File: src/logic/haar_consts.svh
`ifndef HAAR_CONSTS_SVH
`define HAAR_CONSTS_SVH

// Window geometry
`define HAAR_WIN_W 10
`define HAAR_WIN_H 10
`define HAAR_WIN_SIZE 100

// Corner index into the window store
`define HAAR_IDX_W 7

// Database and integral word width
`define HAAR_VAL_W 16

// Signed feature and stage sums
`define HAAR_ACC_W 32

`define HAAR_DB_AW 12
`define HAAR_FEAT_WORDS 18

`endif

File: src/logic/window_store.sv
`default_nettype none

`include "haar_consts.svh"

module window_store
(
	input  wire                   clk,
	input  wire                   rst_n,
	input  wire                   busy,
	input  wire                   img_we,
	input  wire [`HAAR_IDX_W-1:0] img_addr,
	input  wire [`HAAR_VAL_W-1:0] img_data,
	input  wire [`HAAR_IDX_W-1:0] rd_addr,
	output logic [`HAAR_VAL_W-1:0] rd_data
);

	localparam int SIZE = `HAAR_WIN_W * `HAAR_WIN_H;

	logic [`HAAR_VAL_W-1:0] mem [SIZE];
	logic                   wr_ok;

	// Window is frozen while a cascade runs
	assign wr_ok = img_we && !busy && (img_addr < `HAAR_IDX_W'(`HAAR_WIN_SIZE));

	always_ff @(posedge clk or negedge rst_n)
	begin
		if (!rst_n)
		begin
			for (int i = 0; i < SIZE; i++)
				mem[i] <= '0;
		end
		else if (wr_ok)
			mem[img_addr] <= img_data;
	end

	// Indices past the window read as zero
	always_comb
	begin
		if (rd_addr < `HAAR_IDX_W'(`HAAR_WIN_SIZE))
			rd_data = mem[rd_addr];
		else
			rd_data = '0;
	end

endmodule

`default_nettype wire

File: config.mk
export PLATFORM = sky130hd
export DESIGN_NAME = window_store
export DESIGN_NICKNAME = d
export VERILOG_FILES = /design/src/logic/window_store.sv
export VERILOG_INCLUDE_DIRS = /design/src /design/src/logic
export SDC_FILE = /design/constraint.sdc
export NUM_CORES = 2
export LEC_CHECK = 0
export ABC_CLOCK_PERIOD_IN_PS = 4170
export BUFFER_PORTS_ARGS = -buffer_cell sky130_fd_sc_hd__buf_2
export CAP_MARGIN = 20
export CELL_PAD_IN_SITES_DETAIL_PLACEMENT = 1
export CELL_PAD_IN_SITES_GLOBAL_PLACEMENT = 1
export CORE_ASPECT_RATIO = 1.2
export CORE_UTILIZATION = 55
export CTS_BUF_LIST = sky130_fd_sc_hd__clkbuf_16
export CTS_CLUSTER_SIZE = 28
export DETAILED_ROUTE_END_ITERATION = 8
export PLACE_DENSITY_LB_ADDON = 0.1
export SYNTH_ARGS = -nofsm -noshare
export SYNTH_HDL_FRONTEND = slang
export SYNTH_SLANG_ARGS = --single-unit
File: constraint.sdc
create_clock -name clk -period 4.17 [get_ports clk]
set_input_delay 0.834 -clock clk [delete_from_list [all_inputs] [get_ports clk]]
set_output_delay 0.834 -clock clk [all_outputs]
set_load 0.01 [all_outputs]
==> impl_metrics.tcl <==
set metrics [dict create \
    yosys_warnings 0 \
    violations "setup timing" \
    rsz0062_at_grt "yes" \
    top_register "mem" \
    largest_reg_flops 1600 \
    ant_nets 0 \
    syn-num-nets 4554 \
    place_hpwl_um 142000 \
    grt_max_degree 155 \
    cp-end-kind "output pin" \
    peakVddDrop_mv 0.386 \
    clock.fmax_ghz 0.235 \
    clk-insertion-delay-late_ns 0.79 \
    die_w_um 335 \
    crit_family "multiplexers" \
    cap_violations 0 \
    whs_ns 0.483 \
    synth_area_um2 73300 \
    final_cell_mix "1600 x dfrtp_1, 1558 x mux2_2, 446 x mux4_2" \
    first_pass_iters 7 \
    grt_pass1_vias 47364 \
    hold_path.class "flip-flop to flip-flop" \
    ys_ff_latch 1600 \
    critical_path_class "primary input to output pin" \
    mostFrequentLayoutCell "dfrtp_1" \
    final.setup.tns_ns -0.138 \
    syn_inst 4520 \
    p_per_area_nw_per_um2 405 \
    place_inst 6299 \
    drtIter0Drc 3230 \
    drc 0 \
    worst_pin_slew_ns 1.11 \
    synth_edf_count 0 \
    clock_skew_ns 0 \
    crit_fanout 6 \
    drive_gt1_share_pct 58.3 \
    cts_tree "done" \
    wl_um 225000 \
    yosys-top-cells-area "dfrtp_1 55%, mux2_2 24%, mux4_2 14%" \
    gp_congestion 0.858 \
    async_flop_share_pct 100 \
    critPathSlowestCell "mux4_2" \
    antenna_found_initial 12 \
    timing.critical_path.buf_inv 4 \
    io_pins 50 \
    grt_first_pass_wirelength_um 336000 \
    crit_path_start_kind "primary input" \
    clockBufferDepth 3 \
    nNetsFinal 4757 \
    finalCriticalPeriod_ns 4.25 \
    avgSynthCellArea_um2 16.2 \
    cts_inserted_buffers 161 \
    yosysTopAreaCell "dfrtp_1" \
    slew_headroom_pct 25.7 \
    setup_violations 2 \
    globalRouteTotalUtil_pct 34.5 \
    vias 42920 \
    yosys_most_used_dff "dfrtp_1" \
    path_cells "buf_16 -> buf_16 -> buf_12 -> mux4_2 -> mux4_2 -> o211ai_1 -> o211ai_1 -> buf_2" \
    power.leakage_nw 40.5 \
    ys_seq_area_share_pct 54.6 \
    vias_per_cell 6.48 \
    pre_cts_ws_ns -0.611 \
    clk_pin_slew_ns 0.06 \
    layout_setup_ws_ns -0.0819 \
    io_buffers 49 \
    rows 146 \
    ys_types 61 \
    period_share_pct 102 \
    grt.overflow.total 0 \
    die_y_um 402 \
    core_area_um2 132000 \
    die_area_um2 135000 \
    start_util_pct 55.5 \
    cts.htree.levels 4 \
    final_max_slew_viol_count 0 \
    synth_top_area_share_pct 54.6 \
    clockRootBuffer "clkbuf_16" \
    wl_per_cell_um 34.0 \
    finalNonFillerCells 6622 \
    clkSinkCount 1600 \
    fin_util_pct 63.1 \
    reg_top3 "mem: 1600 flops" \
    fill_cells 11424 \
    required_ns 3.34 \
    area_delta_synth_final_pct 13.6 \
    critical_path.max_stage_delay_ns 0.56 \
    critical_path_arrival_ns 3.42 \
    hold_violations 0 \
    outcome "complete, but fails checks" \
]
==> timing repair <==
action | CTS | global route
pin swaps | 4 | 9
gates cloned | 7 | 4
setup endpoints to repair | 16 | 15
gates resized for setup | 66 | 37
buffers inserted | 16 | 10
endpoints found under the hold margin | 54 | 0
hold buffers | 1 | 0
==> synthesized netlist by cell type, drive strengths merged (3+ instances only) <==
library cell  number
mux2            1606
dfrtp           1600
mux4             446
buf              219
clkbuf           207
nand2            105
mux2i             54
nor2              49
a21oi             28
a22oi             25
o21ai             20
nor3              16
o22ai             12
a221oi            11
nand2b             9
nor2b              8
nand3              7
o221ai             7
o2bb2ai            7
or2                7
a211oi             6
inv                6
o211ai             6
and2               5
and3               5
or3b               5
a31oi              4
a32oi              4
nand3b             4
nor3b              4
o32ai              4
and3b              3
or3                3
==> path summary, 6_finish.rpt <==
kind | startpoint | to | slack, ns | depth (start not counted)
worst max-delay path | rd_addr[0] | rd_data[1] | -0.08 | 8
worst min-delay path | mem[621]$_DFFE_PN0P_ | mem[621]$_DFFE_PN0P_ | 0.48 | 1
worst max register to register | mem[181]$_DFFE_PN0P_ | mem[181]$_DFFE_PN0P_ | 3.34 | 1
worst min register to register | mem[621]$_DFFE_PN0P_ | mem[621]$_DFFE_PN0P_ | 0.48 | 1
max in group asynchronous | rst_n | mem[717]$_DFFE_PN0P_ | 2.29 | 4
min in group asynchronous | rst_n | mem[484]$_DFFE_PN0P_ | 0.58 | 2
==> layer usage <==
layer  global-route usage (%)  routed length (um)  vias up
li1                         -                   -    17330
met2                     55.6              111000     1174
met1                     47.1               92600    23990
met4                     14.6                9800        4
met3                     4.94               11200      422
met5                        0                  25        -
==> cell type report <==
type,count,area [um^2],share of cell area [%]
Timing Repair Buffer,466,4650,5.59
Multi-Input combinational cell,2488,31500,37.8
Inverter,6,28.8,0.0346
Tap cell,1776,2220,2.67
Sequential cell,1600,40000,48.1
Clock buffer,166,4150,4.99
Antenna cell,5,12.5,0.0150
Clock inverter,115,696,0.835
==> power by group <==
group / switching [mW] / internal [mW]
registers: 0.391 / 16.3
clock network: 6.22 / 7.59
logic: 1.75 / 1.49
total: 8.36 / 25.3
==> through the flow <==
step	cell area [um^2]	power, mW
floorplan	73300	18.5
global placement	77400	19.9
detailed placement	77400	20.0
CTS	82900	33.8
global route	83300	34.7
finish	83300	33.7
==> cells by family after synthesis <==
logic type / share of synthesized area [%]
and+or+nand+nor: 1.98
DFF: 54.6
AOI/OAI and AO/OA: 1.42
muxes: 39.1
buffers and inverters: 2.91
(Power assumes the default switching activity.)
