==> config.mk <==
export PLATFORM = sky130hd
export DESIGN_NAME = haar_feature_eval
export DESIGN_NICKNAME = d
export VERILOG_FILES = /design/src/logic/haar_pkg.sv /design/src/logic/haar_feature_eval.sv
export VERILOG_INCLUDE_DIRS = /design/src /design/src/logic
export SDC_FILE = /design/constraint.sdc
export NUM_CORES = 2
export LEC_CHECK = 0
export ABC_AREA = 1
export BUFFER_PORTS_ARGS = -buffer_cell sky130_fd_sc_hd__buf_2
export CAP_MARGIN = 20
export CORE_MARGIN = 10
export CORE_UTILIZATION = 40
export CTS_CLUSTER_SIZE = 20
export DETAILED_ROUTE_END_ITERATION = 10
export GPL_TIMING_DRIVEN = 0
export PLACE_DENSITY = 0.6
export SLEW_MARGIN = 15
export SYNTH_ARGS = -nofsm -noshare
export SYNTH_HDL_FRONTEND = slang
export SYNTH_SLANG_ARGS = --single-unit
==> constraint.sdc <==
create_clock -name clk -period 0.8 [get_ports clk]
set_input_delay 0.08 -clock clk [delete_from_list [all_inputs] [get_ports clk]]
set_output_delay 0.08 -clock clk [all_outputs]
set_load 0.01 [all_outputs]
==> src/logic/haar_consts.svh <==
`ifndef HAAR_CONSTS_SVH
`define HAAR_CONSTS_SVH

// Window geometry
`define HAAR_WIN_W 10
`define HAAR_WIN_H 10
`define HAAR_WIN_SIZE 100

// Corner index into the window store
`define HAAR_IDX_W 7

// Database and integral word width
`define HAAR_VAL_W 16

// Signed feature and stage sums
`define HAAR_ACC_W 32

`define HAAR_DB_AW 12
`define HAAR_FEAT_WORDS 18

`endif

==> src/logic/haar_pkg.sv <==
`default_nettype none

`include "haar_consts.svh"

package haar_pkg;

	// First word of every stage
	typedef struct packed {
		logic       last;
		logic [6:0] rsvd;
		logic [7:0] feat_count;
	} stage_hdr_t;

	// One ROM word read as a header or as a plain value
	typedef union packed {
		stage_hdr_t                    hdr;
		logic signed [`HAAR_VAL_W-1:0] val;
	} db_word_u;

	typedef enum logic [1:0] {
		SLOT_NONE,
		SLOT_HEADER,
		SLOT_STAGE_THR,
		SLOT_FEATURE
	} slot_kind_e;

	// Tag of the word now on the ROM data bus
	typedef struct packed {
		slot_kind_e kind;
		logic [4:0] field;
	} db_slot_t;

	// Corners hold integral values in A, B, C, D order per rectangle
	typedef struct packed {
		logic [11:0][`HAAR_VAL_W-1:0] corner;
		logic [2:0][`HAAR_VAL_W-1:0]  weight;
		logic signed [`HAAR_VAL_W-1:0] thr;
		logic signed [`HAAR_VAL_W-1:0] left;
		logic signed [`HAAR_VAL_W-1:0] right;
	} haar_feature_t;

endpackage

`default_nettype wire

==> src/logic/haar_feature_eval.sv <==
`default_nettype none

`include "haar_consts.svh"

module haar_feature_eval
	import haar_pkg::*;
(
	input  wire                           clk,
	input  wire                           rst_n,
	input  wire                           feat_ready,
	input  wire haar_feature_t            feature,
	output logic                          vote_valid,
	output logic signed [`HAAR_VAL_W-1:0] vote
);

	localparam int ACC_W = `HAAR_ACC_W;

	logic signed [ACC_W-1:0] rect_sum [3];
	logic signed [ACC_W-1:0] prod [3];
	logic signed [ACC_W-1:0] value;
	logic signed [ACC_W-1:0] node_thr;

	always_comb
	begin
		value = '0;
		for (int i = 0; i < 3; i++)
		begin
			// A + D - B - C over unsigned integrals
			rect_sum[i] = ACC_W'(feature.corner[4*i])
				+ ACC_W'(feature.corner[4*i+3])
				- ACC_W'(feature.corner[4*i+1])
				- ACC_W'(feature.corner[4*i+2]);
			prod[i] = rect_sum[i] * ACC_W'($signed(feature.weight[i]));
			value = value + prod[i];
		end
	end

	assign node_thr = ACC_W'(feature.thr);

	always_ff @(posedge clk or negedge rst_n)
	begin
		if (!rst_n)
			vote_valid <= 1'b0;
		else
			vote_valid <= feat_ready;
	end

	// Leaf select
	always_ff @(posedge clk)
	begin
		if (feat_ready)
		begin
			if (value > node_thr)
				vote <= feature.right;
			else
				vote <= feature.left;
		end
	end

endmodule

`default_nettype wire

==> flow_metrics.py <==
metrics = {
    "logic_synthesis": {
        "synth_warnings": 0,
        "synth-edff-count": 16,
        "yosysSeqAreaShare_pct": 1.260,
        "syn_avg_cell_area_um2": 7.992,
        "synth_top_flop_cell": "edfxtp_1",
        "syn-cell-area_um2": 40100,
        "synthesis.nets": 6648,
        "post_synth_inst_count": 5018,
        "ys_ff_latch": 17,
        "async_flop_share_pct": 5.882,
        "yosysUniqueCellTypes": 53,
    },
    "global_route": {
        "grt_pass1_wl_mm": 193.1,
        "gr-total-overflow": 0,
        "grt_pass1_vias": 34560,
        "grt_max_degree": 18,
        "antenna_found_initial": 7,
        "grt.total_usage_pct": 21.81,
    },
    "flow_run": {
        "drv_cap": 0,
    },
    "hold_path": {
        "worstHoldPathCells": 3,
        "worstHoldEndpoint": "vote[2]$_DFFE_PP_",
        "hp-start": "feature[18]",
        "hp-class": "in -> reg",
    },
    "floorplanning": {
        "dieArea_um2": 113300,
        "core_area_um2": 99860,
        "io_pins": 308,
        "initial_core_util_pct": 40.16,
        "rows": 116,
        "die_w_um": 336.6,
        "chipHeight_um": 336.6,
    },
    "place": {
        "pre_cts_ws_ns": -12.35,
        "dpl-instance-area_um2": 43800,
        "dp_hpwl_mm": 110.0,
        "io_buffers": 281,
        "gp_congestion": 0.9622,
    },
    "cells_and_area": {
        "final_area_um2": 47540,
        "drive_gt1_share_pct": 18.83,
        "area_growth_pct": 18.55,
        "fin_nets": 7128,
    },
    "timing": {
        "fin_crit_ns": 11.96,
        "finalHoldViolations": 0,
        "setup_ws_ns": -11.16,
        "max_freq_mhz": 83.63,
        "relSlewSlack_pct": 38.33,
        "slew_viol_final": 0,
        "grt_setup_unrepaired": "true",
        "setup_viol": 33,
        "tightestPinTransition_ns": 0.9240,
        "period_share_pct": 1495,
    },
    "setup_path": {
        "slowest_stage": "fa_2",
        "path_class": "in -> reg",
        "critPathMaxFanout": 7,
        "cpPeakStageDelay_ns": 0.58,
        "cp.arrival_ns": 11.95,
        "endpoint_kind": "flip-flop",
        "start_kind": "input pin",
        "startpoint": "feature[176]",
        "cp.required_ns": 0.79,
    },
    "clock_tree": {
        "cts.root.buffer_cell": "clkbuf_16",
        "cts_buffer_depth": 2,
        "clk_pin_slew_worst_paths_ns": 0.05,
        "cts.htree.levels": 1,
        "cts.sinks": 17,
        "numCtsBuffers": 3,
        "cts_tree": "yes",
    },
    "outcome": {
        "outcome": "complete, but fails checks",
        "failed_checks": "negative setup slack",
    },
    "detailed_routing": {
        "drc": 0,
        "drt_iter0_markers": 1709,
        "ant_nets": 0,
        "dr.pass1.iters": 6,
        "vias": 32540,
        "drt-wirelength-per-cell_um": 18.00,
        "via_per_inst": 4.785,
        "wl_mm": 122.4,
    },
}
## kinds of logic (layout without fill, tap and decap cells)
kind of cell | Yosys count | after routing | share of synthesized area, %
compound gates | 248 | 248 | 3.510
buf+inv | 1770 | 2249 | 16.59
other cells | 0 | 5 | 0
simple gates | 1533 | 1533 | 15.50
fa+ha+maj | 1339 | 1339 | 60.67
flops | 17 | 17 | 1.260
xor+xnor | 111 | 111 | 2.477
## layer usage
| metal | wire [um] | share of wire, % | up-vias | global-route usage, % |
|---|---|---|---|---|
| li1 | - | - | 15090 | - |
| met1 | 51210 | 42 | 16210 | 29.05 |
| met2 | 58300 | 48 | 1025 | 36.94 |
| met3 | 8643 | 7.1 | 200 | 2.864 |
| met4 | 4180 | 3.4 | 6 | 6.179 |
| met5 | 39 | 0.032 | - | 0 |
## cell type report
class,instances,area [um2]
repair buffers,476,3229
multi-input cells,3231,35190
plain buffers,116,606.8
well taps,1298,1624
fillers,9839,52320
clock buffers,4,78.83
inverters,1653,6297
flip-flops and latches,17,505.5
diodes,5,12.51
## layout by cell type, fill, tap and decap left out, types with 15 or more instances in the layout
| master | instances |
|---|---|
| o21ai_0 | 15 |
| buf_6 | 33 |
| fa_2 | 53 |
| inv_2 | 73 |
| nand2_1 | 827 |
| buf_2 | 272 |
| fa_1 | 956 |
| xor2_1 | 48 |
| nor2_2 | 23 |
| nand2_2 | 77 |
| xnor2_1 | 46 |
| inv_1 | 1547 |
| a21oi_4 | 17 |
| ha_1 | 272 |
| a21oi_2 | 30 |
| clkbuf_1 | 85 |
| nand3_1 | 88 |
| edfxtp_1 | 16 |
| o21ai_1 | 17 |
| buf_4 | 159 |
| nor2_4 | 21 |
| o21ai_2 | 21 |
| nor2_1 | 369 |
| or2_2 | 28 |
| nand2_4 | 34 |
| ha_4 | 49 |
| a21oi_1 | 89 |
## critical path, delay by kind of cell
kind	cells	cell delay, ns
fa+ha+maj	15	6.36
simple gates	25	2.67
compound gates	12	1.72
buf+inv	12	0.91
xor+xnor	1	0.20
## synthesized netlist by cell type (12+ instances only)
cell         n  area share, %
ha_1       330             10
xnor2_1     56            1.2
nor2_1     410            3.8
xor2_1      53            1.2
nand4_1     12           0.19
clkbuf_1   108            1.0
inv_1     1633             15
edfxtp_1    16            1.2
clkinv_1    13           0.12
nand2_1    916            8.6
o21ai_0     45           0.56
fa_1      1009             50
nand3_1     95            1.2
or2_2       33           0.51
a31oi_1     16           0.25
nand2_2     20           0.31
a21oi_1    133            1.7
## timing repair
item / 4_1_cts / 5_1_grt
gates cloned: 2 / 1
setup buffers: 123 / 65
pin swaps: 182 / 157
hold buffers: 1 / 0
resized for setup: 339 / 222
setup endpoints to repair: 33 / 33
hold endpoints to repair: 1 / 0
## flip-flops by register name, summed over array words and instances, names as in the netlist
signal and flops:
vote_valid 1, vote 16
## per-stage QoR
step / cells / utilization [%] / setup TNS [ns] / hold slack (ns)
global route: 6798 / 47.60 / -187.01 / 0.1241
floorplan: 5018 / - / -164.45 / -0.2156
CTS: 6729 / 46.33 / -176.75 / 0.1169
detailed placement: 6600 / 43.86 / -196.98 / -0.1439
finish: 6800 / 47.61 / -178.10 / 0.1092
global placement: 6597 / 43.82 / -205.48 / -0.1449
## worst max path at each step
stage / to / slack [ns] / depth (start not counted)
after global placement: vote[11]$_DFFE_PP_ / -12.89 / 45
final: vote[7]$_DFFE_PP_ / -11.16 / 65
after CTS: vote[0]$_DFFE_PP_ / -11.03 / 68
after floorplan: vote[10]$_DFFE_PP_ / -10.30 / 65
after detailed placement: vote[11]$_DFFE_PP_ / -12.35 / 60
after global routing: vote[7]$_DFFE_PP_ / -11.66 / 65
Power is not shown: default switching activity piles up to over one toggle a cycle in this logic, so the estimate is an artifact.
