`src/logic/haar_consts.svh`:
```
`ifndef HAAR_CONSTS_SVH
`define HAAR_CONSTS_SVH

// Window geometry
`define HAAR_WIN_W 10
`define HAAR_WIN_H 10
`define HAAR_WIN_SIZE 100

// Corner index into the window store
`define HAAR_IDX_W 7

// Database and integral word width
`define HAAR_VAL_W 16

// Signed feature and stage sums
`define HAAR_ACC_W 32

`define HAAR_DB_AW 12
`define HAAR_FEAT_WORDS 18

`endif

```
`src/logic/haar_pkg.sv`:
```
`default_nettype none

`include "haar_consts.svh"

package haar_pkg;

	// First word of every stage
	typedef struct packed {
		logic       last;
		logic [6:0] rsvd;
		logic [7:0] feat_count;
	} stage_hdr_t;

	// One ROM word read as a header or as a plain value
	typedef union packed {
		stage_hdr_t                    hdr;
		logic signed [`HAAR_VAL_W-1:0] val;
	} db_word_u;

	typedef enum logic [1:0] {
		SLOT_NONE,
		SLOT_HEADER,
		SLOT_STAGE_THR,
		SLOT_FEATURE
	} slot_kind_e;

	// Tag of the word now on the ROM data bus
	typedef struct packed {
		slot_kind_e kind;
		logic [4:0] field;
	} db_slot_t;

	// Corners hold integral values in A, B, C, D order per rectangle
	typedef struct packed {
		logic [11:0][`HAAR_VAL_W-1:0] corner;
		logic [2:0][`HAAR_VAL_W-1:0]  weight;
		logic signed [`HAAR_VAL_W-1:0] thr;
		logic signed [`HAAR_VAL_W-1:0] left;
		logic signed [`HAAR_VAL_W-1:0] right;
	} haar_feature_t;

endpackage

`default_nettype wire

```
`src/logic/feature_loader.sv`:
```
`default_nettype none

`include "haar_consts.svh"

module feature_loader
	import haar_pkg::*;
(
	input  wire                   clk,
	input  wire                   rst_n,
	input  wire db_slot_t         slot,
	input  wire db_word_u         db_data,
	output logic [`HAAR_IDX_W-1:0] rd_addr,
	input  wire [`HAAR_VAL_W-1:0] rd_data,
	output logic                  feat_ready,
	output haar_feature_t         feature
);

	localparam logic [4:0] FLD_THR = 5'(`HAAR_FEAT_WORDS - 3);
	localparam logic [4:0] FLD_LEFT = 5'(`HAAR_FEAT_WORDS - 2);
	localparam logic [4:0] FLD_RIGHT = 5'(`HAAR_FEAT_WORDS - 1);

	haar_feature_t feat_q;
	logic          is_feat;
	logic          is_corner;
	logic          is_weight;
	logic [3:0]    corner_sel;
	logic [1:0]    weight_sel;

	assign is_feat = (slot.kind == SLOT_FEATURE);

	// Corner words carry a window index
	assign rd_addr = db_data.val[`HAAR_IDX_W-1:0];

	// Four corners and then the weight for each rectangle
	always_comb
	begin
		is_corner = 1'b0;
		is_weight = 1'b0;
		corner_sel = '0;
		weight_sel = '0;
		case (slot.field) inside
			[5'd0:5'd3]:
			begin
				is_corner = 1'b1;
				corner_sel = slot.field[3:0];
			end
			[5'd5:5'd8]:
			begin
				is_corner = 1'b1;
				corner_sel = slot.field[3:0] - 4'd1;
			end
			[5'd10:5'd13]:
			begin
				is_corner = 1'b1;
				corner_sel = slot.field[3:0] - 4'd2;
			end
			5'd4:  is_weight = 1'b1;
			5'd9:
			begin
				is_weight = 1'b1;
				weight_sel = 2'd1;
			end
			5'd14:
			begin
				is_weight = 1'b1;
				weight_sel = 2'd2;
			end
			default: is_corner = 1'b0;
		endcase
	end

	always_ff @(posedge clk or negedge rst_n)
	begin
		if (!rst_n)
			feat_q <= '0;
		else if (is_feat)
		begin
			if (is_corner)
				feat_q.corner[corner_sel] <= rd_data;
			if (is_weight)
				feat_q.weight[weight_sel] <= db_data.val;
			if (slot.field == FLD_THR)
				feat_q.thr <= db_data.val;
			if (slot.field == FLD_LEFT)
				feat_q.left <= db_data.val;
		end
	end

	assign feat_ready = is_feat && (slot.field == FLD_RIGHT);

	// Right leaf comes straight off the bus
	always_comb
	begin
		feature = feat_q;
		feature.right = db_data.val;
	end

endmodule

`default_nettype wire

```
`config.mk`:
```
export PLATFORM = sky130hd
export DESIGN_NAME = feature_loader
export DESIGN_NICKNAME = d
export VERILOG_FILES = /design/src/logic/haar_pkg.sv /design/src/logic/feature_loader.sv
export VERILOG_INCLUDE_DIRS = /design/src /design/src/logic
export SDC_FILE = /design/constraint.sdc
export NUM_CORES = 1
export LEC_CHECK = 0
export ABC_AREA = 1
export BUFFER_PORTS_ARGS = -buffer_cell sky130_fd_sc_hd__clkbuf_2
export CORE_MARGIN = 2
export CORE_UTILIZATION = 50
export CTS_CLUSTER_SIZE = 8
export DETAILED_ROUTE_END_ITERATION = 10
export GPL_ROUTABILITY_DRIVEN = 0
export PLACE_DENSITY = 0.88
export SLEW_MARGIN = 40
export SYNTH_ARGS = -nofsm -noshare
export SYNTH_HDL_FRONTEND = slang
export SYNTH_SLANG_ARGS = --single-unit
```
`constraint.sdc`:
```
create_clock -name clk -period 4.21 [get_ports clk]
set_input_delay 1.263 -clock clk [delete_from_list [all_inputs] [get_ports clk]]
set_output_delay 1.263 -clock clk [all_outputs]
set_load 0.01 [all_outputs]
```
==> out/results.ini, run 1 <==
[run_status]
status=finished, final reports clean

[drt]
vias=10365
firstDrtPassIters=5
vias_per_cell=5.57
drt_iter0_drc=954
ant_nets=0
post_drt_wl_per_cell_um=19.0
drc_errors=0
routed_wl_mm=35.3

[yosys]
syn_avg_cell_area_sq_um=8.93
synth_top_cell_by_area=dfrtp_1
ys_seq_area_share_pct=59.4
synthCells=1283
synth-seq-cells=272
ys.warnings.count=0
synthesis.nets=1334
synth_top_area_share_pct=59.4
syn-cell-area_sq_um=11500
ys_top_cells_by_area=dfrtp_1 (59%), nand2_1 (15%), nand3_1 (8.1%)
synthDistinctLibCells=25

[global_routing]
grt-ovfl-total=0
grt_max_degree=103
grt_pass1_wl_mm=55.3
first_global_vias=10050
antenna_found_initial=0
grt.total_usage_pct=29.3

[power]
p_int_w=0.00523
power_frac_clock_pct=36.3
p_sw_w=0.00229
power.leakage_nw=8.05
combPwrFrac_pct=19.5
p_per_area_nw_per_um2=529
p_seq_share_pct=44.2
vdd_drop_max_uv=354
sw_frac_of_total_pct=30.4

[clocking]
cts_made_buffers=39
cts.path.max_buffers=3
cts_tree=built
cts_hold_buf=0
cts_setup_buffers=0
htreeDepth=2
clkLatencyLatePin_ns=0.51
cts_sinks=272
cts-root-buf=clkbuf_16
cts_resized=0
clk_pin_slew_worst_paths_ns=0.05

[sta]
fin_setup_tns_ns=0
final.min_clock_period_ns=3.65
slew_violations=0
setup_viol=0
skew_ns=0
timing.final.hold_violations=0
worstMarginPinSlew_ns=0.628
rsz0062_at_grt=false
post-route-period-util_pct=86.7
max_freq_ghz=0.274
relSlewSlack_pct=58.0

[cells_and_area]
fillers=1794
antennaDiodeCount=0
fin_util_pct=62.9
final_common_cell=nand2_1
final_cell_mix=nand2_1 (471), clkbuf_2 (335), dfrtp_1 (272), nand3_1 (185), o21ai_0 (64)
drive_gt1_share_pct=27.4
area_growth_pct=23.8
largest_reg_flops=272
nNetsFinal=1627

[place]
hpwl_mm=23.6
port_buffers=336

[floorplanning]
die_area_sq_um=24200
fp.dieW_um=155
die_h_um=155
core-area_sq_um=22600
num_rows=55
num_io_pins=337
initial_core_util_pct=50.8

[min_path]
hold_class=reg -> reg
min_from=feature[111]$_DFFE_PN0P_

[setup_path]
crit_type=in -> out
start_kind=input port
cp-end-kind=output port
r2r_start=feature[123]$_DFFE_PN0P_
startpoint=slot[1]
cp_max_fo=8
r2r_slack_ns=3.46
required_ns=2.95
crit_arrival_ns=2.39

[flow_run]
drv_cap=0

==> critical path: stages <==
cell	delay [ns]
clkbuf_2	0.15
inv_1	0.24
ha_1	0.24
inv_1	0.06
nor4_1	0.24
clkbuf_2	0.18
==> cells in the mapped netlist (all sizes together) <==
| master | number |
|---|---|
| nand4 | 4 |
| nand2 | 478 |
| a21oi | 19 |
| xnor2 | 1 |
| nor4 | 1 |
| clkbuf | 24 |
| inv | 66 |
| nand3 | 190 |
| buf | 84 |
| ha | 10 |
| dfrtp | 272 |
| nor3 | 1 |
| nor2 | 33 |
| o21bai | 32 |
| o21ai | 67 |
| xor2 | 1 |
==> path summary, 6_finish.rpt <==
kind                                            end  cells after the start
min in group asynchronous  feature[254]$_DFFE_PN0P_                      1
max in group asynchronous   feature[64]$_DFFE_PN0P_                      3
hold / removal             feature[111]$_DFFE_PN0P_                      2
hold reg to reg            feature[111]$_DFFE_PN0P_                      2
setup / recovery                         feat_ready                      6
setup reg to reg           feature[123]$_DFFE_PN0P_                      3
==> power groups by stage <==
stage	Combinational, W	Sequential [W]	Clock (W)
detailed placement	0.00146	0.00333	0
global route	0.00162	0.00335	0.00289
CTS	0.00147	0.00331	0.00275
floorplan	0.000546	0.00350	0
global placement	0.00141	0.00332	0
finish	0.00147	0.00332	0.00273
==> through the flow <==
| step | instances | worst slack (ns) | area [sq um] | power, W | hold WS [ns] |
|---|---|---|---|---|---|
| after floorplan | 1283 | 0.831 | 11500 | 0.00404 | 0.509 |
| after global placement | 1819 | 0.633 | 13100 | 0.00473 | 0.454 |
| after detailed placement | 1819 | 0.445 | 13100 | 0.00479 | 0.457 |
| after CTS | 1861 | 0.575 | 14200 | 0.00753 | 0.470 |
| after global routing | 1862 | 0.414 | 14200 | 0.00786 | 0.483 |
| final | 1862 | 0.562 | 14200 | 0.00751 | 0.468 |
==> logic make-up (layout without fill, tap and decap cells) <==
logic type | after synthesis | after routing | share of synthesized area (%)
compound gates | 118 | 118 | 5.88
xor+xnor | 2 | 2 | 0.153
fa+ha+maj | 10 | 10 | 1.09
buf+inv | 174 | 468 | 7.29
flops | 272 | 272 | 59.4
simple gates | 707 | 707 | 26.2
==> routing by layer <==
layer,global-route usage (%),share of wire [%]
met2,49.2,49
met5,0,0
met4,13.5,5.0
met3,6.71,9.1
met1,36.2,37
==> cell type report <==
type	instances	area [sq um]	area share [%]
Tap cell	285	357	2.51
Multi-Input combinational cell	837	3830	27.0
Clock inverter	3	55.1	0.388
Inverter	66	248	1.75
Timing Repair Buffer	360	1920	13.5
Sequential cell	272	6810	48.0
Clock buffer	39	976	6.88
Note: power is estimated with default switching activity, not from simulation.
==> run 2, diff against run 1 <==
--- a/config.mk
+++ b/config.mk
@@ -10,6 +10,7 @@
 export BUFFER_PORTS_ARGS = -buffer_cell sky130_fd_sc_hd__clkbuf_2
 export CORE_MARGIN = 2
 export CORE_UTILIZATION = 50
+export CTS_BUF_LIST = sky130_fd_sc_hd__clkbuf_4 sky130_fd_sc_hd__clkbuf_8
 export CTS_CLUSTER_SIZE = 8
 export DETAILED_ROUTE_END_ITERATION = 10
 export GPL_ROUTABILITY_DRIVEN = 0
==> run 2 against run 1 <==
Worst hold slack improved by 0.0013 ns. Combinational power hardly changed. Wire length fell by 1.2%. Sequential cell count unchanged. First-iteration DRC count down 7.3%. Total power fell by 7.0%. Critical path type unchanged.
==> out/results.ini, run 2 (synthesized netlist as in run 1, its figures left out) <==
[power]
combPwrFrac_pct=20.9
p_int_w=0.00478
p_per_area_nw_per_um2=499
p_sw_w=0.00221
p_seq_share_pct=47.4
vdd_drop_max_uv=307
total_power_w=0.00698
sw_frac_of_total_pct=31.6
power_frac_clock_pct=31.7
power.leakage_nw=7.99

[sta]
timing.final.hold_violations=0
final.min_clock_period_ns=3.65
relSlewSlack_pct=57.0
post-route-period-util_pct=86.6
setup_viol=0
skew_ns=0
fin_setup_tns_ns=0
slew_violations=0
worstMarginPinSlew_ns=0.643
max_freq_ghz=0.274
rsz0062_at_grt=false

[floorplanning]
initial_core_util_pct=50.8
die_h_um=155
num_io_pins=337
num_rows=55
core-area_sq_um=22600
die_area_sq_um=24200
fp.dieW_um=155

[place]
dp.cells=1819
hpwl_mm=23.6
port_buffers=336
dpl_cell_area_sq_um=13100

[setup_path]
crit_type=in -> out
cp-end-kind=output port
startpoint=slot[1]
crit_arrival_ns=2.38
cp_max_fo=8
start_kind=input port
required_ns=2.95
r2r_start=feature[157]$_DFFE_PN0P_

[cells_and_area]
finalNonFillerCells=1888
final_cell_mix=nand2_1 (471), clkbuf_2 (335), dfrtp_1 (272), nand3_1 (185), o21ai_0 (64)
drive_gt1_share_pct=28.6
final_common_cell=nand2_1
largest_reg_flops=272
finish.instance_area_sq_um=14000
area_growth_pct=22.1
fillers=1842
nNetsFinal=1632
antennaDiodeCount=0

[clocking]
htreeDepth=2
cts-root-buf=clkbuf_8
cts_setup_buffers=0
cts_resized=0
cts_hold_buf=0
cts_tree=built
clkLatencyLatePin_ns=0.54
cts.path.max_buffers=3
clk_pin_slew_worst_paths_ns=0.05
cts_made_buffers=44
cts_sinks=272

[drt]
drt_iter0_drc=884
firstDrtPassIters=5
post_drt_wl_per_cell_um=18.5
vias=10213
drc_errors=0
ant_nets=0
routed_wl_mm=34.9
vias_per_cell=5.41

[global_routing]
grt.total_usage_pct=28.9
grt_util_met1_pct=35.6
grt_pass1_wl_mm=54.6
grt-ovfl-total=0
use_met2_pct=48.0
first_global_vias=10029
grt_max_degree=103
antenna_found_initial=0
gr-max-usage-layer=met2
use_met3_pct=6.88

[flow_run]
drv_cap=0

[min_path]
min_from=feature[163]$_DFFE_PN0P_
hold_class=reg -> reg

[run_status]
status=finished, final reports clean

[run 2: cell types whose count changed in the layout (fill, tap and decap cells not counted)]
cell and change:
clkinv_8 -1, clkbuf_8 +53, clkinv_2 +5, inv_8 +1, clkbuf_4 +7, clkinv_16 -1
clkbuf_16 -39, clkinvlp_4 +1
[run 2: power by group through the flow]
stage	Combinational (W)	Sequential (W)	Clock, W
after floorplan	0.000546	0.00350	0
after global placement	0.00141	0.00332	0
after detailed placement	0.00146	0.00333	0
after CTS	0.00147	0.00330	0.00225
after global routing	0.00162	0.00334	0.00237
final	0.00146	0.00331	0.00221
[run 2: layout make-up]
class                           count  area [sq um]  area share [%]
Tap cell                          285           357            2.55
Clock inverter                      8          52.6           0.376
Multi-Input combinational cell    837          3830            27.4
Inverter                           66           248            1.77
Timing Repair Buffer              360          1920            13.7
Clock buffer                       60           782            5.59
Sequential cell                   272          6810            48.6
[run 2: worst max-delay path, cell delays in order]
cell,delay (ns)
clkbuf_2,0.15
inv_1,0.24
ha_1,0.25
inv_1,0.06
nor4_1,0.24
clkbuf_2,0.18
[run 2: path summary, 6_finish.rpt]
path | slack [ns] | cells past startpoint | to
worst max-delay path | 0.56 | 6 | feat_ready
worst min-delay path | 0.47 | 2 | feature[163]$_DFFE_PN0P_
worst max register to register | 3.41 | 3 | feature[157]$_DFFE_PN0P_
worst min register to register | 0.47 | 2 | feature[163]$_DFFE_PN0P_
max in group asynchronous | 2.60 | 3 | feature[64]$_DFFE_PN0P_
min in group asynchronous | 0.55 | 1 | feature[261]$_DFFE_PN0P_
[run 2: per-stage QoR]
step                      utilization, %  hold slack [ns]  worst slack [ns]
after floorplan                        -            0.509             0.831
after global placement              58.2            0.454             0.633
after detailed placement            58.2            0.457             0.445
after CTS                           61.9            0.472             0.575
after global routing                62.0            0.485             0.414
final                               62.0            0.469             0.563
[run 2: layer usage]
layer  up-vias  part of all wire (%)
li1       4654                     -
met1      4840                    37
met2       598                    49
met3       121                   9.0
met4         0                   4.8
met5         -                     0
==> run 3, diff against run 2 <==
--- a/config.mk
+++ b/config.mk
@@ -9,12 +9,13 @@
 export ABC_AREA = 1
 export BUFFER_PORTS_ARGS = -buffer_cell sky130_fd_sc_hd__clkbuf_2
 export CORE_MARGIN = 2
-export CORE_UTILIZATION = 50
+export CORE_UTILIZATION = 30
 export CTS_BUF_LIST = sky130_fd_sc_hd__clkbuf_4 sky130_fd_sc_hd__clkbuf_8
 export CTS_CLUSTER_SIZE = 8
 export DETAILED_ROUTE_END_ITERATION = 10
 export GPL_ROUTABILITY_DRIVEN = 0
-export PLACE_DENSITY = 0.88
+export MAX_ROUTING_LAYER = met4
+export PLACE_DENSITY = 0.61
 export SLEW_MARGIN = 40
 export SYNTH_ARGS = -nofsm -noshare
 export SYNTH_HDL_FRONTEND = slang
==> run 3 against run 2 <==
Utilization decreased by 24 points. Sequential cell count unchanged. Global-route usage fell by 8.7 points. First-iteration DRC count is 42% lower. Wire length grew 12%. Fmax shrank 2.1%. Total power is 5.9% higher. Final cell count is 13% higher. Worst hold slack worse by 0.0036 ns. Via count down 3.5%.
==> out/results.ini, run 3 (synthesized netlist as in run 1, its figures left out) <==
[run_status]
status=finished, final reports clean

[power]
p_per_area_nw_per_um2=513
power.leakage_nw=8.07
vdd_drop_max_uv=345

[floorplanning]
fp.dieW_um=199
die_h_um=199
num_io_pins=337
die_area_sq_um=39800
initial_core_util_pct=30.4
core-area_sq_um=37700
num_rows=71

[clocking]
cts_sinks=272
htreeDepth=2
cts_resized=0
cts.path.max_buffers=3
clkLatencyLatePin_ns=0.58
cts-root-buf=clkbuf_8
cts_hold_buf=0
cts_made_buffers=48
clk_pin_slew_worst_paths_ns=0.05
cts_tree=built
cts_setup_buffers=0

[setup_path]
crit_slowest_cell=nor4_1
crit_buf_inv=4
crit_type=in -> out
path_cells=clkbuf_2 > inv_1 > ha_1 > inv_1 > nor4_1 > clkbuf_2
cp-end-kind=output port
crit_arrival_ns=2.46
start_kind=input port
slowest_delay_ns=0.29
cp_max_fo=8
required_ns=2.95
path_delay_family=buffers and inverters

[min_path]
hold_class=reg -> reg

[sta]
whs_ns=0.466
skew_ns=0
max_freq_ghz=0.268
relSlewSlack_pct=55.8
final.min_clock_period_ns=3.73
slew_violations=0
setup_viol=0
fin_setup_tns_ns=0
worstMarginPinSlew_ns=0.662
rsz0062_at_grt=false
post-route-period-util_pct=88.5
timing.final.hold_violations=0

[drt]
m1WireLength_mm=16.4
drt_iter0_drc=514
vias=9851
dr_wl_met3_mm=3.19
firstDrtPassIters=6
ant_nets=0
vias_per_cell=4.64
drc_errors=0
routed_wl_mm=39.1
wl_met2_mm=18.5
post_drt_wl_per_cell_um=18.4
routed.top_layer=met4

[cells_and_area]
final_cell_mix=nand2_1 (471), clkbuf_2 (335), dfrtp_1 (272), nand3_1 (185), o21ai_0 (64)
area_growth_pct=25.9
drive_gt1_share_pct=29.1
antennaDiodeCount=0
final_common_cell=nand2_1
largest_reg_flops=272
nNetsFinal=1635

[global_routing]
grt_pass1_wl_mm=58.6
grt.total_usage_pct=20.2
grt_max_degree=86
antenna_found_initial=0
grt-ovfl-total=0
first_global_vias=9617

[place]
hpwl_mm=26.2
port_buffers=336

[flow_run]
drv_cap=0

-- run 3: changes by cell type in the layout (fill, tap and decap cells not counted) --
cell | before | now
inv_6 | 1 | 0
bufinv_16 | 0 | 3
clkbuf_8 | 53 | 56
buf_16 | 1 | 0
clkinv_2 | 5 | 3
clkbuf_4 | 7 | 16
-- run 3: area by class of cell --
type                    instances  area (sq um)
clock buffers                  72           891
clock inverters                 8           124
fillers                      3884         23200
inverters                      66           248
multi-input cells             837          3830
flip-flops and latches        272          6810
well taps                     511           639
repair buffers                359          1890
-- run 3: metrics by stage --
stage          total power [W]  setup WS [ns]  cell area (sq um)  util [%]  cells
2_1_floorplan          0.00404          0.831              11500         -   1283
3_3_place_gp           0.00479          0.493              13400      35.6   2045
3_5_place_dp           0.00482          0.417              13400      35.6   2045
4_1_cts                0.00751          0.479              14400      38.3   2125
5_1_grt                0.00782          0.407              14400      38.3   2125
6_report               0.00740          0.484              14400      38.3   2125
-- run 3: path summary, 6_finish.rpt --
| kind | startpoint | end | slack [ns] | cells after the start |
|---|---|---|---|---|
| worst max register to register | feature[115]$_DFFE_PN0P_ | feature[115]$_DFFE_PN0P_ | 3.48 | 3 |
| worst min-delay path | feature[96]$_DFFE_PN0P_ | feature[96]$_DFFE_PN0P_ | 0.47 | 2 |
| max in group asynchronous | rst_n | feature[112]$_DFFE_PN0P_ | 2.66 | 2 |
| worst max-delay path | slot[1] | feat_ready | 0.48 | 6 |
| min in group asynchronous | rst_n | feature[97]$_DFFE_PN0P_ | 0.65 | 1 |
| worst min register to register | feature[96]$_DFFE_PN0P_ | feature[96]$_DFFE_PN0P_ | 0.47 | 2 |
-- run 3: per-layer routing --
metal | GRT usage [%] | vias up
met1 | 25.0 | 4682
met2 | 32.4 | 434
met5 | - | -
met3 | 4.95 | 71
met4 | 6.78 | 0
li1 | - | 4664
-- run 3: where the power goes --
group | internal [W] | switching, W
Sequential | 0.00304 | 0.000258
Clock | 0.00153 | 0.00111
Combinational | 0.000540 | 0.000930
-- run 3: worst min-delay path: cells and delay by family, from the launching register on --
kind          cells  cell delay [ns]
flops             1             0.33
simple gates      2             0.10
