**src/logic/haar_consts.svh**
```systemverilog
`ifndef HAAR_CONSTS_SVH
`define HAAR_CONSTS_SVH

// Window geometry
`define HAAR_WIN_W 10
`define HAAR_WIN_H 10
`define HAAR_WIN_SIZE 100

// Corner index into the window store
`define HAAR_IDX_W 7

// Database and integral word width
`define HAAR_VAL_W 16

// Signed feature and stage sums
`define HAAR_ACC_W 32

`define HAAR_DB_AW 12
`define HAAR_FEAT_WORDS 18

`endif

```
**src/logic/haar_pkg.sv**
```systemverilog
`default_nettype none

`include "haar_consts.svh"

package haar_pkg;

	// First word of every stage
	typedef struct packed {
		logic       last;
		logic [6:0] rsvd;
		logic [7:0] feat_count;
	} stage_hdr_t;

	// One ROM word read as a header or as a plain value
	typedef union packed {
		stage_hdr_t                    hdr;
		logic signed [`HAAR_VAL_W-1:0] val;
	} db_word_u;

	typedef enum logic [1:0] {
		SLOT_NONE,
		SLOT_HEADER,
		SLOT_STAGE_THR,
		SLOT_FEATURE
	} slot_kind_e;

	// Tag of the word now on the ROM data bus
	typedef struct packed {
		slot_kind_e kind;
		logic [4:0] field;
	} db_slot_t;

	// Corners hold integral values in A, B, C, D order per rectangle
	typedef struct packed {
		logic [11:0][`HAAR_VAL_W-1:0] corner;
		logic [2:0][`HAAR_VAL_W-1:0]  weight;
		logic signed [`HAAR_VAL_W-1:0] thr;
		logic signed [`HAAR_VAL_W-1:0] left;
		logic signed [`HAAR_VAL_W-1:0] right;
	} haar_feature_t;

endpackage

`default_nettype wire

```
**src/logic/cascade_sequencer.sv**
```systemverilog
`default_nettype none

`include "haar_consts.svh"

module cascade_sequencer
	import haar_pkg::*;
(
	input  wire                    clk,
	input  wire                    rst_n,
	input  wire                    start,
	input  wire db_word_u          db_data,
	input  wire                    stage_pass,
	output logic [`HAAR_DB_AW-1:0] db_addr,
	output db_slot_t               slot,
	output logic                   stage_end,
	output logic                   busy,
	output logic                   done,
	output logic                   candidate,
	output logic [7:0]             stages_run
);

	typedef enum logic [2:0] {
		IDLE,
		HEADER,
		THRESH,
		FEATURES,
		WAIT_VOTE,
		DECIDE
	} state_e;

	state_e     state;
	db_slot_t   tag;
	logic [4:0] field_cnt;
	logic [7:0] feat_left;
	logic       last_stage;
	logic       wait_cnt;

	// Tag for the address issued this cycle
	always_comb
	begin
		tag.kind = SLOT_NONE;
		tag.field = '0;
		case (state)
			HEADER:   tag.kind = SLOT_HEADER;
			THRESH:   tag.kind = SLOT_STAGE_THR;
			FEATURES:
			begin
				tag.kind = SLOT_FEATURE;
				tag.field = field_cnt;
			end
			default:  tag.kind = SLOT_NONE;
		endcase
	end

	assign stage_end = (state == DECIDE);

	always_ff @(posedge clk or negedge rst_n)
	begin
		if (!rst_n)
		begin
			state <= IDLE;
			db_addr <= '0;
			slot <= '{kind: SLOT_NONE, field: '0};
			field_cnt <= '0;
			feat_left <= '0;
			last_stage <= 1'b0;
			wait_cnt <= 1'b0;
			busy <= 1'b0;
			done <= 1'b0;
			candidate <= 1'b0;
			stages_run <= '0;
		end
		else
		begin
			// Slot trails the address by the ROM latency
			slot <= tag;
			done <= 1'b0;
			case (state)
				IDLE:
				begin
					if (done)
						busy <= 1'b0;
					else if (start)
					begin
						busy <= 1'b1;
						db_addr <= '0;
						stages_run <= '0;
						candidate <= 1'b0;
						state <= HEADER;
					end
				end
				HEADER:
				begin
					db_addr <= db_addr + 1'b1;
					state <= THRESH;
				end
				THRESH:
				begin
					// Header word is on the bus now
					db_addr <= db_addr + 1'b1;
					last_stage <= db_data.hdr.last;
					feat_left <= db_data.hdr.feat_count;
					field_cnt <= '0;
					wait_cnt <= 1'b0;
					if (db_data.hdr.feat_count == 8'd0)
						state <= WAIT_VOTE;
					else
						state <= FEATURES;
				end
				FEATURES:
				begin
					db_addr <= db_addr + 1'b1;
					if (field_cnt == 5'(`HAAR_FEAT_WORDS - 1))
					begin
						field_cnt <= '0;
						if (feat_left == 8'd1)
							state <= WAIT_VOTE;
						else
							feat_left <= feat_left - 8'd1;
					end
					else
						field_cnt <= field_cnt + 5'd1;
				end
				WAIT_VOTE:
				begin
					// Loader and evaluator need two cycles for the last vote
					if (wait_cnt)
						state <= DECIDE;
					else
						wait_cnt <= 1'b1;
				end
				DECIDE:
				begin
					stages_run <= stages_run + 8'd1;
					if (!stage_pass || last_stage)
					begin
						candidate <= stage_pass;
						done <= 1'b1;
						state <= IDLE;
					end
					else
						state <= HEADER;
				end
				default: state <= IDLE;
			endcase
		end
	end

endmodule

`default_nettype wire

```
**config.mk**
```make
export PLATFORM = sky130hd
export DESIGN_NAME = cascade_sequencer
export DESIGN_NICKNAME = d
export VERILOG_FILES = /design/src/logic/haar_pkg.sv /design/src/logic/cascade_sequencer.sv
export VERILOG_INCLUDE_DIRS = /design/src /design/src/logic
export SDC_FILE = /design/constraint.sdc
export NUM_CORES = 1
export LEC_CHECK = 0
export BUFFER_PORTS_ARGS = -buffer_cell sky130_fd_sc_hd__buf_2
export CORE_ASPECT_RATIO = 0.6
export CORE_UTILIZATION = 40
export DETAILED_ROUTE_END_ITERATION = 10
export PLACE_DENSITY_LB_ADDON = 0.15
export SETUP_SLACK_MARGIN = 0.02
export SYNTH_ARGS = -nofsm -noshare
export SYNTH_HDL_FRONTEND = slang
export SYNTH_SLANG_ARGS = --single-unit
export TNS_END_PERCENT = 1
```
**constraint.sdc**
```tcl
create_clock -name clk -period 2.15 [get_ports clk]
set_input_delay 0.43 -clock clk [delete_from_list [all_inputs] [get_ports clk]]
set_output_delay 0.43 -clock clk [all_outputs]
set_load 0.03 [all_outputs]
```
==> results of run 1 <==
Yosys cell counts, types with 4 or more instances:
cell | instances | area [sq um]
dfrtp_1 | 48 | 1200
nand2_1 | 26 | 97.6
o21ai_0 | 22 | 110
nor2_1 | 16 | 60.1
a21oi_1 | 15 | 75.1
nand3_1 | 12 | 60.1
inv_1 | 8 | 30.0
mux2i_1 | 7 | 70.1
and3_1 | 6 | 37.5
ha_1 | 6 | 75.1
o22ai_1 | 6 | 37.5
or3_1 | 6 | 37.5
nand4_1 | 5 | 31.3
nor4_1 | 5 | 31.3
o31ai_1 | 5 | 37.5
clkbuf_1 | 4 | 15.0
nor3_1 | 4 | 20.0
or4_1 | 4 | 30.0
xor2_1 | 4 | 35.0
kinds of logic after synthesis:
family          count (synthesis)  share of synthesized area (%)
buf+inv                        18                           3.38
mux                             7                           2.83
simple gates                  100                           21.7
fa+ha+maj                       6                           3.03
flops                          48                           48.5
compound gates                 70                           18.4
xor+xnor                        6                           2.12
layer usage:
metal	up-vias	share of wire, %	GRT usage [%]
met4	0	0.30	4.71
li1	1059	-	-
met5	-	0	0
met1	1012	55	29.4
met2	49	41	24.2
met3	2	4.1	3.65
through the flow:
| stage | instances | setup slack [ns] | cell area [sq um] |
|---|---|---|---|
| floorplan | 255 | 0.339 | 2480 |
| global placement | 380 | 0.204 | 2830 |
| detailed placement | 380 | 0.184 | 2830 |
| CTS | 388 | 0.130 | 2950 |
| global route | 388 | 0.0357 | 2960 |
| finish | 388 | 0.135 | 2960 |
worst reg2reg max path: cells and delay by family (launching register included):
| kind | cells | cell delay, ns |
|---|---|---|
| adder cells (fa/ha/maj) | 1 | 0.17 |
| AO/OA/AOI/OAI | 1 | 0.24 |
| AND/OR/NAND/NOR | 3 | 0.95 |
| flip-flops | 1 | 0.41 |
| buffers and inverters | 1 | 0.11 |
state kept, by name, summed over array words and instances, names as in the netlist:
| register | count |
|---|---|
| db_addr | 12 |
| state | 3 |
| field_cnt | 5 |
| busy | 1 |
| feat_left | 8 |
| last_stage | 1 |
| stages_run | 8 |
| wait_cnt | 1 |
| slot | 7 |
| done | 1 |
| candidate | 1 |
report_power, final:
group / switching [mW] / internal [mW]
sequential: 0.293 / 1.16
combinational: 0.914 / 0.526
clock: 0.312 / 0.381
final timing paths:
path,from,to,cells past startpoint
max in group asynchronous,rst_n,state[2]$_DFFE_PN0P_,2
min in group clk,stage_pass,done$_DFF_PN0_,2
min reg2reg,db_addr[11]$_DFFE_PN0P_,db_addr[11]$_DFFE_PN0P_,1
max,state[1]$_DFFE_PN0P_,stage_end,3
max reg2reg,feat_left[1]$_DFFE_PN0P_,state[1]$_DFFE_PN0P_,6
min,rst_n,db_addr[8]$_DFFE_PN0P_,2
layout make-up:
type                            instances  area [sq um]  share of cell area [%]
Inverter                               10          45.0                    1.52
Tap cell                               80           100                    3.38
Clock buffer                            6          82.6                    2.79
Timing Repair Buffer                   53           290                    9.81
Sequential cell                        48          1200                    40.6
Multi-Input combinational cell        189          1200                    40.6
Clock inverter                          2          38.8                    1.31
repair_timing:
item / CTS / global route
buffers inserted: 0 / 0
gates resized for setup: 0 / 1
endpoints found under the setup margin: 0 / 1
==> impl_metrics.toml, run 1 <==
[power]
irDropWorstVdd_uv = 436
power_mw = 3.58
p_leak_nw = 1.35
cellPowerDensity_nw_per_um2 = 1210

[yosys]
synth.distinct_cells = 51
syn-cell-area_sq_um = 2480
synth_top_flop_cell = "dfrtp_1"
synth_cells = 255
synth_edf_count = 0
ys_seq_area_share_pct = 48.5
synth-seq-cells = 48
syn_avg_cell_area_sq_um = 9.72
yosysWarnings = 0
async_flop_share_pct = 100
synth_fp_nets = 281

[cells_and_area]
fillCellCount = 569
antenna_cells = 0
final_core_util_pct = 51.2
final_common_cell = "dfrtp_1"
nets = 333
mostFrequentLayoutCells = "48 x dfrtp_1, 43 x buf_2, 26 x nand2_1"
layout-drive-gt1-share_pct = 22.7
area_growth_syn_to_layout_pct = 19.4

[clock_tree]
cts_tree = "yes"
ctsHoldBuffers = 0
cts_made_buffers = 5
cts.sinks = 48
clk_path_buf_depth = 2
clk_latency_ns = 0.30
htreeDepth = 2
cts_root_buffer = "clkbuf_8"
clk_pin_slew_ns = 0.09

[flow_run]
cap_violations = 0

[route]
wirelength_mm = 5.58
drt-wirelength-per-cell_um = 14.4
drc = 0
first_iter_violations = 126
viasPerCell = 5.47
ant_nets = 0
first_pass_iters = 5
num_vias = 2122

[critical_path]
rrSetupSlack_ns = 0.16
critical-path-max-stage-delay_ns = 0.49
critPathRequiredTime_ns = 1.72
critPathKind = "reg -> out"
slowest_stage = "dfrtp_1"
start_kind = "register"
worstSetupEndpointType = "output pin"
crit_fanout = 10
path_buf_inv = 2
crit_arrival_ns = 1.59
crit_chain = "or3_4 -> inv_6 -> buf_2"
cp_top_family = "flip-flops"

[global_routing]
gr-total-overflow = 0
grt_pass1_wl_mm = 9.53
first_global_vias = 1954
antenna_found_initial = 0
grt_max_degree = 49
grt_usage_pct = 18.3

[floorplan]
die_x_um = 104
pin_count = 51
initial_core_util_pct = 42.9
die-area_sq_um = 6520
core_area_sq_um = 5780
rows = 21
die_height_um = 63.0

[timing]
finClkSkew_ns = 0.00683
setup_viol = 0
totalNegativeSetupSlack_ns = 0
timing.final.crit_share_pct = 93.7
fin_hold_ws_ns = 0.207
report.final.hold_viol_count = 0
worstMarginPinSlew_ns = 0.612
period_minus_slack_ns = 2.02
max_freq_mhz = 496
rsz0062_at_grt = "no"
relSlewSlack_pct = 59.2
finalMaxSlewViolations = 0

[min_path]
hold_class = "in -> async"

[run_status]
status = "finished clean"

[place]
port_buffers = 43
gp_congestion = 0.847
dp_hpwl_mm = 4.09
Note: power is estimated with default switching activity, not from simulation.
==> inputs of run 2 (changes only) <==
--- a/config.mk
+++ b/config.mk
@@ -7,10 +7,9 @@
 export NUM_CORES = 1
 export LEC_CHECK = 0
 export BUFFER_PORTS_ARGS = -buffer_cell sky130_fd_sc_hd__buf_2
-export CORE_ASPECT_RATIO = 0.6
 export CORE_UTILIZATION = 40
 export DETAILED_ROUTE_END_ITERATION = 10
-export PLACE_DENSITY_LB_ADDON = 0.15
+export PLACE_DENSITY_LB_ADDON = 0.1
 export SETUP_SLACK_MARGIN = 0.02
 export SYNTH_ARGS = -nofsm -noshare
 export SYNTH_HDL_FRONTEND = slang
==> impl_metrics.toml, run 2 (synthesis results as in run 1) <==
[cells_and_area]
fillCellCount = 575
largest_register = "db_addr"
layout-drive-gt1-share_pct = 23.0
largest_register_ffs = 12
nets = 334
stdcell_area_sq_um = 2970
mostFrequentLayoutCells = "48 x dfrtp_1, 43 x buf_2, 26 x nand2_1"
antenna_cells = 0
reg_top3 = "db_addr x12, feat_left x8, stages_run x8"
final_common_cell = "dfrtp_1"
area_growth_syn_to_layout_pct = 19.7

[place]
port_buffers = 43
dp_hpwl_mm = 4.03
dpl_cell_area_sq_um = 2840
place_ws_ns = 0.194
gp_congestion = 0.779

[run_status]
status = "finished clean"

[floorplan]
die-area_sq_um = 6510
initial_core_util_pct = 41.6
rows = 28
die_height_um = 80.7
die_x_um = 80.7
core_area_sq_um = 5960
pin_count = 51

[timing]
timing.final.crit_share_pct = 93.8
finalMaxSlewViolations = 0
max_freq_mhz = 496
period_minus_slack_ns = 2.02
totalNegativeSetupSlack_ns = 0
finClkSkew_ns = 0.00847
worstMarginPinSlew_ns = 0.563
relSlewSlack_pct = 62.4
rsz0062_at_grt = "no"
setup_viol = 0
worst_slack_ns = 0.134
report.final.hold_viol_count = 0

[critical_path]
start_kind = "register"
worstSetupEndpointType = "output pin"
critPathRequiredTime_ns = 1.72
critPathKind = "reg -> out"
critical-path-max-stage-delay_ns = 0.49
crit_arrival_ns = 1.59
crit_fanout = 10
crit_chain = "or3_4 -> inv_6 -> buf_2"
slowest_stage = "dfrtp_1"

[global_routing]
antenna_found_initial = 0
grt_pass1_wl_mm = 9.50
grt_max_degree = 26
gr-total-overflow = 0
first_global_vias = 1962
grt_usage_pct = 19.0

[min_path]
hold_class = "in -> async"

[clock_tree]
htreeDepth = 2
cts.sinks = 48
clk_latency_ns = 0.31
clk_path_buf_depth = 2
cts_tree = "yes"
cts_root_buffer = "clkbuf_8"
cts_made_buffers = 5
clk_pin_slew_ns = 0.10
ctsHoldBuffers = 0

[power]
p_clk_share_pct = 19.0
irDropWorstVdd_uv = 518
p_sw_mw = 1.53
power.share.switching_pct = 42.8
share_seq_of_total_power_pct = 41.0
power_mw = 3.56
power.internal_mw = 2.04
p_leak_nw = 1.35
combPwrFrac_pct = 40.1
cellPowerDensity_nw_per_um2 = 1200

[route]
first_iter_violations = 78
drt-wirelength-per-cell_um = 14.7
ant_nets = 0
drc = 0
first_pass_iters = 4
viasPerCell = 5.49
wirelength_mm = 5.66
num_vias = 2107

[flow_run]
cap_violations = 0
run 2: cell type report:
type	count	area (sq um)	share of cell area, %
Clock inverter	3	46.3	1.56
Inverter	10	45.0	1.52
Timing Repair Buffer	54	310	10.5
Multi-Input combinational cell	189	1200	40.5
Sequential cell	48	1200	40.5
Tap cell	75	93.8	3.16
Clock buffer	5	68.8	2.32
run 2: timing repair:
action | in CTS | in global routing
resized for setup | 0 | 1
setup buffers | 0 | 0
setup endpoints to repair | 0 | 1
run 2: power by group through the flow:
stage          sequential [mW]  combinational (mW)  clock, mW
2_1_floorplan             1.63               0.803          0
3_3_place_gp              1.46                1.41          0
3_5_place_dp              1.47                1.43          0
4_1_cts                   1.46                1.43      0.698
5_1_grt                   1.52                1.59      0.737
6_report                  1.46                1.43      0.676
run 2: path summary, 6_finish.rpt:
kind	from	endpoint	cells after the start	slack, ns
min	rst_n	db_addr[7]$_DFFE_PN0P_	1	0.10
max reg2reg	feat_left[1]$_DFFE_PN0P_	feat_left[1]$_DFFE_PN0P_	6	0.21
max	state[1]$_DFFE_PN0P_	stage_end	3	0.13
max in group asynchronous	rst_n	feat_left[5]$_DFFE_PN0P_	2	1.52
min reg2reg	db_addr[11]$_DFFE_PN0P_	db_addr[11]$_DFFE_PN0P_	1	0.48
min in group clk	stage_pass	done$_DFF_PN0_	2	0.32
run 2: critical path: cells and delay by family (launching register included):
family        cells  cell delay [ns]
simple gates      1             0.48
flops             1             0.49
buf+inv           2             0.31
run 2: metal layers:
metal	wire [um]	vias up	GRT usage, %
met5	0	-	0
met4	66	0	5.36
met3	198	6	3.75
met2	2490	39	29.0
met1	2910	1006	27.3
li1	-	1056	-
run 2: metrics by stage:
| step | hold slack (ns) | instances | util (%) |
|---|---|---|---|
| after floorplan | 0.134 | 255 | - |
| after global placement | 0.464 | 376 | 47.7 |
| after detailed placement | 0.457 | 376 | 47.7 |
| after CTS | 0.121 | 384 | 49.7 |
| after global routing | 0.136 | 384 | 49.8 |
| final | 0.103 | 384 | 49.8 |
==> inputs of run 3 (changes only) <==
--- a/config.mk
+++ b/config.mk
@@ -8,6 +8,7 @@
 export LEC_CHECK = 0
 export BUFFER_PORTS_ARGS = -buffer_cell sky130_fd_sc_hd__buf_2
 export CORE_UTILIZATION = 40
+export CTS_BUF_LIST = sky130_fd_sc_hd__clkbuf_4
 export DETAILED_ROUTE_END_ITERATION = 10
 export PLACE_DENSITY_LB_ADDON = 0.1
 export SETUP_SLACK_MARGIN = 0.02
==> impl_metrics.toml, run 3 (synthesis results as in run 1) <==
[clock_tree]
cts.sinks = 48
clk_pin_slew_ns = 0.15
cts_root_buffer = "clkbuf_4"
ctsHoldBuffers = 0
cts_tree = "yes"
htreeDepth = 2
cts_made_buffers = 5
clk_latency_ns = 0.37
clk_path_buf_depth = 2
post_cts_buffers = 0

[global_routing]
gr-total-overflow = 0
grt_max_degree = 26
grt_usage_pct = 19.0
grt_pass1_wl_mm = 9.55
first_global_vias = 1960
antenna_found_initial = 0

[timing]
timing.final.crit_share_pct = 94.7
finalMaxSlewViolations = 0
max_freq_mhz = 491
worstMarginPinSlew_ns = 0.568
worst_slack_ns = 0.115
finClkSkew_ns = 0.0188
relSlewSlack_pct = 62.2
rsz0062_at_grt = "no"
setup_viol = 0
period_minus_slack_ns = 2.04
totalNegativeSetupSlack_ns = 0
report.final.hold_viol_count = 0

[critical_path]
rrSetupSlack_ns = 0.19
critPathRequiredTime_ns = 1.72
worstSetupEndpointType = "output pin"
critPathKind = "reg -> out"
crit_arrival_ns = 1.61
start_kind = "register"
crit_fanout = 9

[floorplan]
initial_core_util_pct = 41.6
core_area_sq_um = 5960
pin_count = 51
die_height_um = 80.7
rows = 28
die_x_um = 80.7
die-area_sq_um = 6510

[cells_and_area]
antenna_cells = 0
area_growth_syn_to_layout_pct = 18.6
final-seq-area_sq_um = 1200
largest_register_ffs = 12
reg_top3 = "db_addr x12, feat_left x8, stages_run x8"
multi_input_area_sq_um = 1200
final_cells = 384
layout-drive-gt1-share_pct = 23.3
largest_register = "db_addr"
fillCellCount = 578
stdcell_area_sq_um = 2940
nets = 334
final_common_cell = "dfrtp_1"
mostFrequentLayoutCells = "47 x dfrtp_1, 42 x buf_2, 26 x nand2_1"

[route]
first_iter_violations = 88
drt-wirelength-per-cell_um = 14.9
first_pass_iters = 4
drc = 0
wirelength_mm = 5.72
viasPerCell = 5.50
num_vias = 2113
ant_nets = 0

[place]
dp.cells = 376
place_ws_ns = 0.194
port_buffers = 43
dp_hpwl_mm = 4.03
dpl_cell_area_sq_um = 2840
gp_congestion = 0.779

[power]
irDropWorstVdd_uv = 471
p_leak_nw = 1.34
cellPowerDensity_nw_per_um2 = 1180

[flow_run]
cap_violations = 0

[min_path]
hold_class = "in -> async"

[run_status]
status = "finished clean"
## run 3: cell counts in the layout (fill, tap and decap cells not counted)
No cell type changed its count.
## run 3: layout make-up
type	count	share of cell area, %
clock buffer	5	1.28
multi-input combinational	189	40.9
sequential	48	40.9
inverter	10	1.53
clock inverter	3	1.58
tap	75	3.19
timing repair buffer	54	10.6
## run 3: timing repair
item | 4_1_cts | 5_1_grt
endpoints found under the setup margin | 0 | 2
gates resized for setup | 0 | 4
endpoints found under the hold margin | 0 | 0
## run 3: routing by layer
metal	vias up	wire (um)	part of all wire (%)	global-route usage, %
li1	1056	-	-	-
met1	1005	2870	50	27.3
met2	50	2580	45	29.5
met3	2	247	4.3	3.75
met4	0	32	0.56	4.29
met5	-	0	0	0
## run 3: worst paths after layout
| kind | start | endpoint | depth (start not counted) |
|---|---|---|---|
| setup / recovery | state[0]$_DFFE_PN0P_ | stage_end | 4 |
| hold / removal | rst_n | db_addr[7]$_DFFE_PN0P_ | 1 |
| setup reg to reg | feat_left[1]$_DFFE_PN0P_ | feat_left[1]$_DFFE_PN0P_ | 6 |
| hold reg to reg | db_addr[11]$_DFFE_PN0P_ | db_addr[11]$_DFFE_PN0P_ | 1 |
| max in group asynchronous | rst_n | feat_left[4]$_DFFE_PN0P_ | 2 |
| min in group clk | stage_pass | done$_DFF_PN0_ | 2 |
## run 3: where the power goes
part | leakage (nW) | total [mW] | internal [mW] | switching, mW
combinational | 0.678 | 1.44 | 0.527 | 0.910
clock | 0.0418 | 0.570 | 0.249 | 0.321
sequential | 0.618 | 1.46 | 1.16 | 0.300
## run 3: critical path, stage by stage, from the launching register on
cell,delay (ns)
dfrtp_1,0.44
inv_4,0.09
or3_4,0.44
inv_6,0.11
buf_4,0.16
## run 3: metrics by stage
step	total power [mW]	hold slack (ns)	utilization, %
2_1_floorplan	2.43	0.134	-
3_3_place_gp	2.87	0.464	47.7
3_5_place_dp	2.90	0.457	47.7
4_1_cts	3.48	0.0380	49.1
5_1_grt	3.73	0.0473	49.3
6_report	3.47	0.0268	49.3
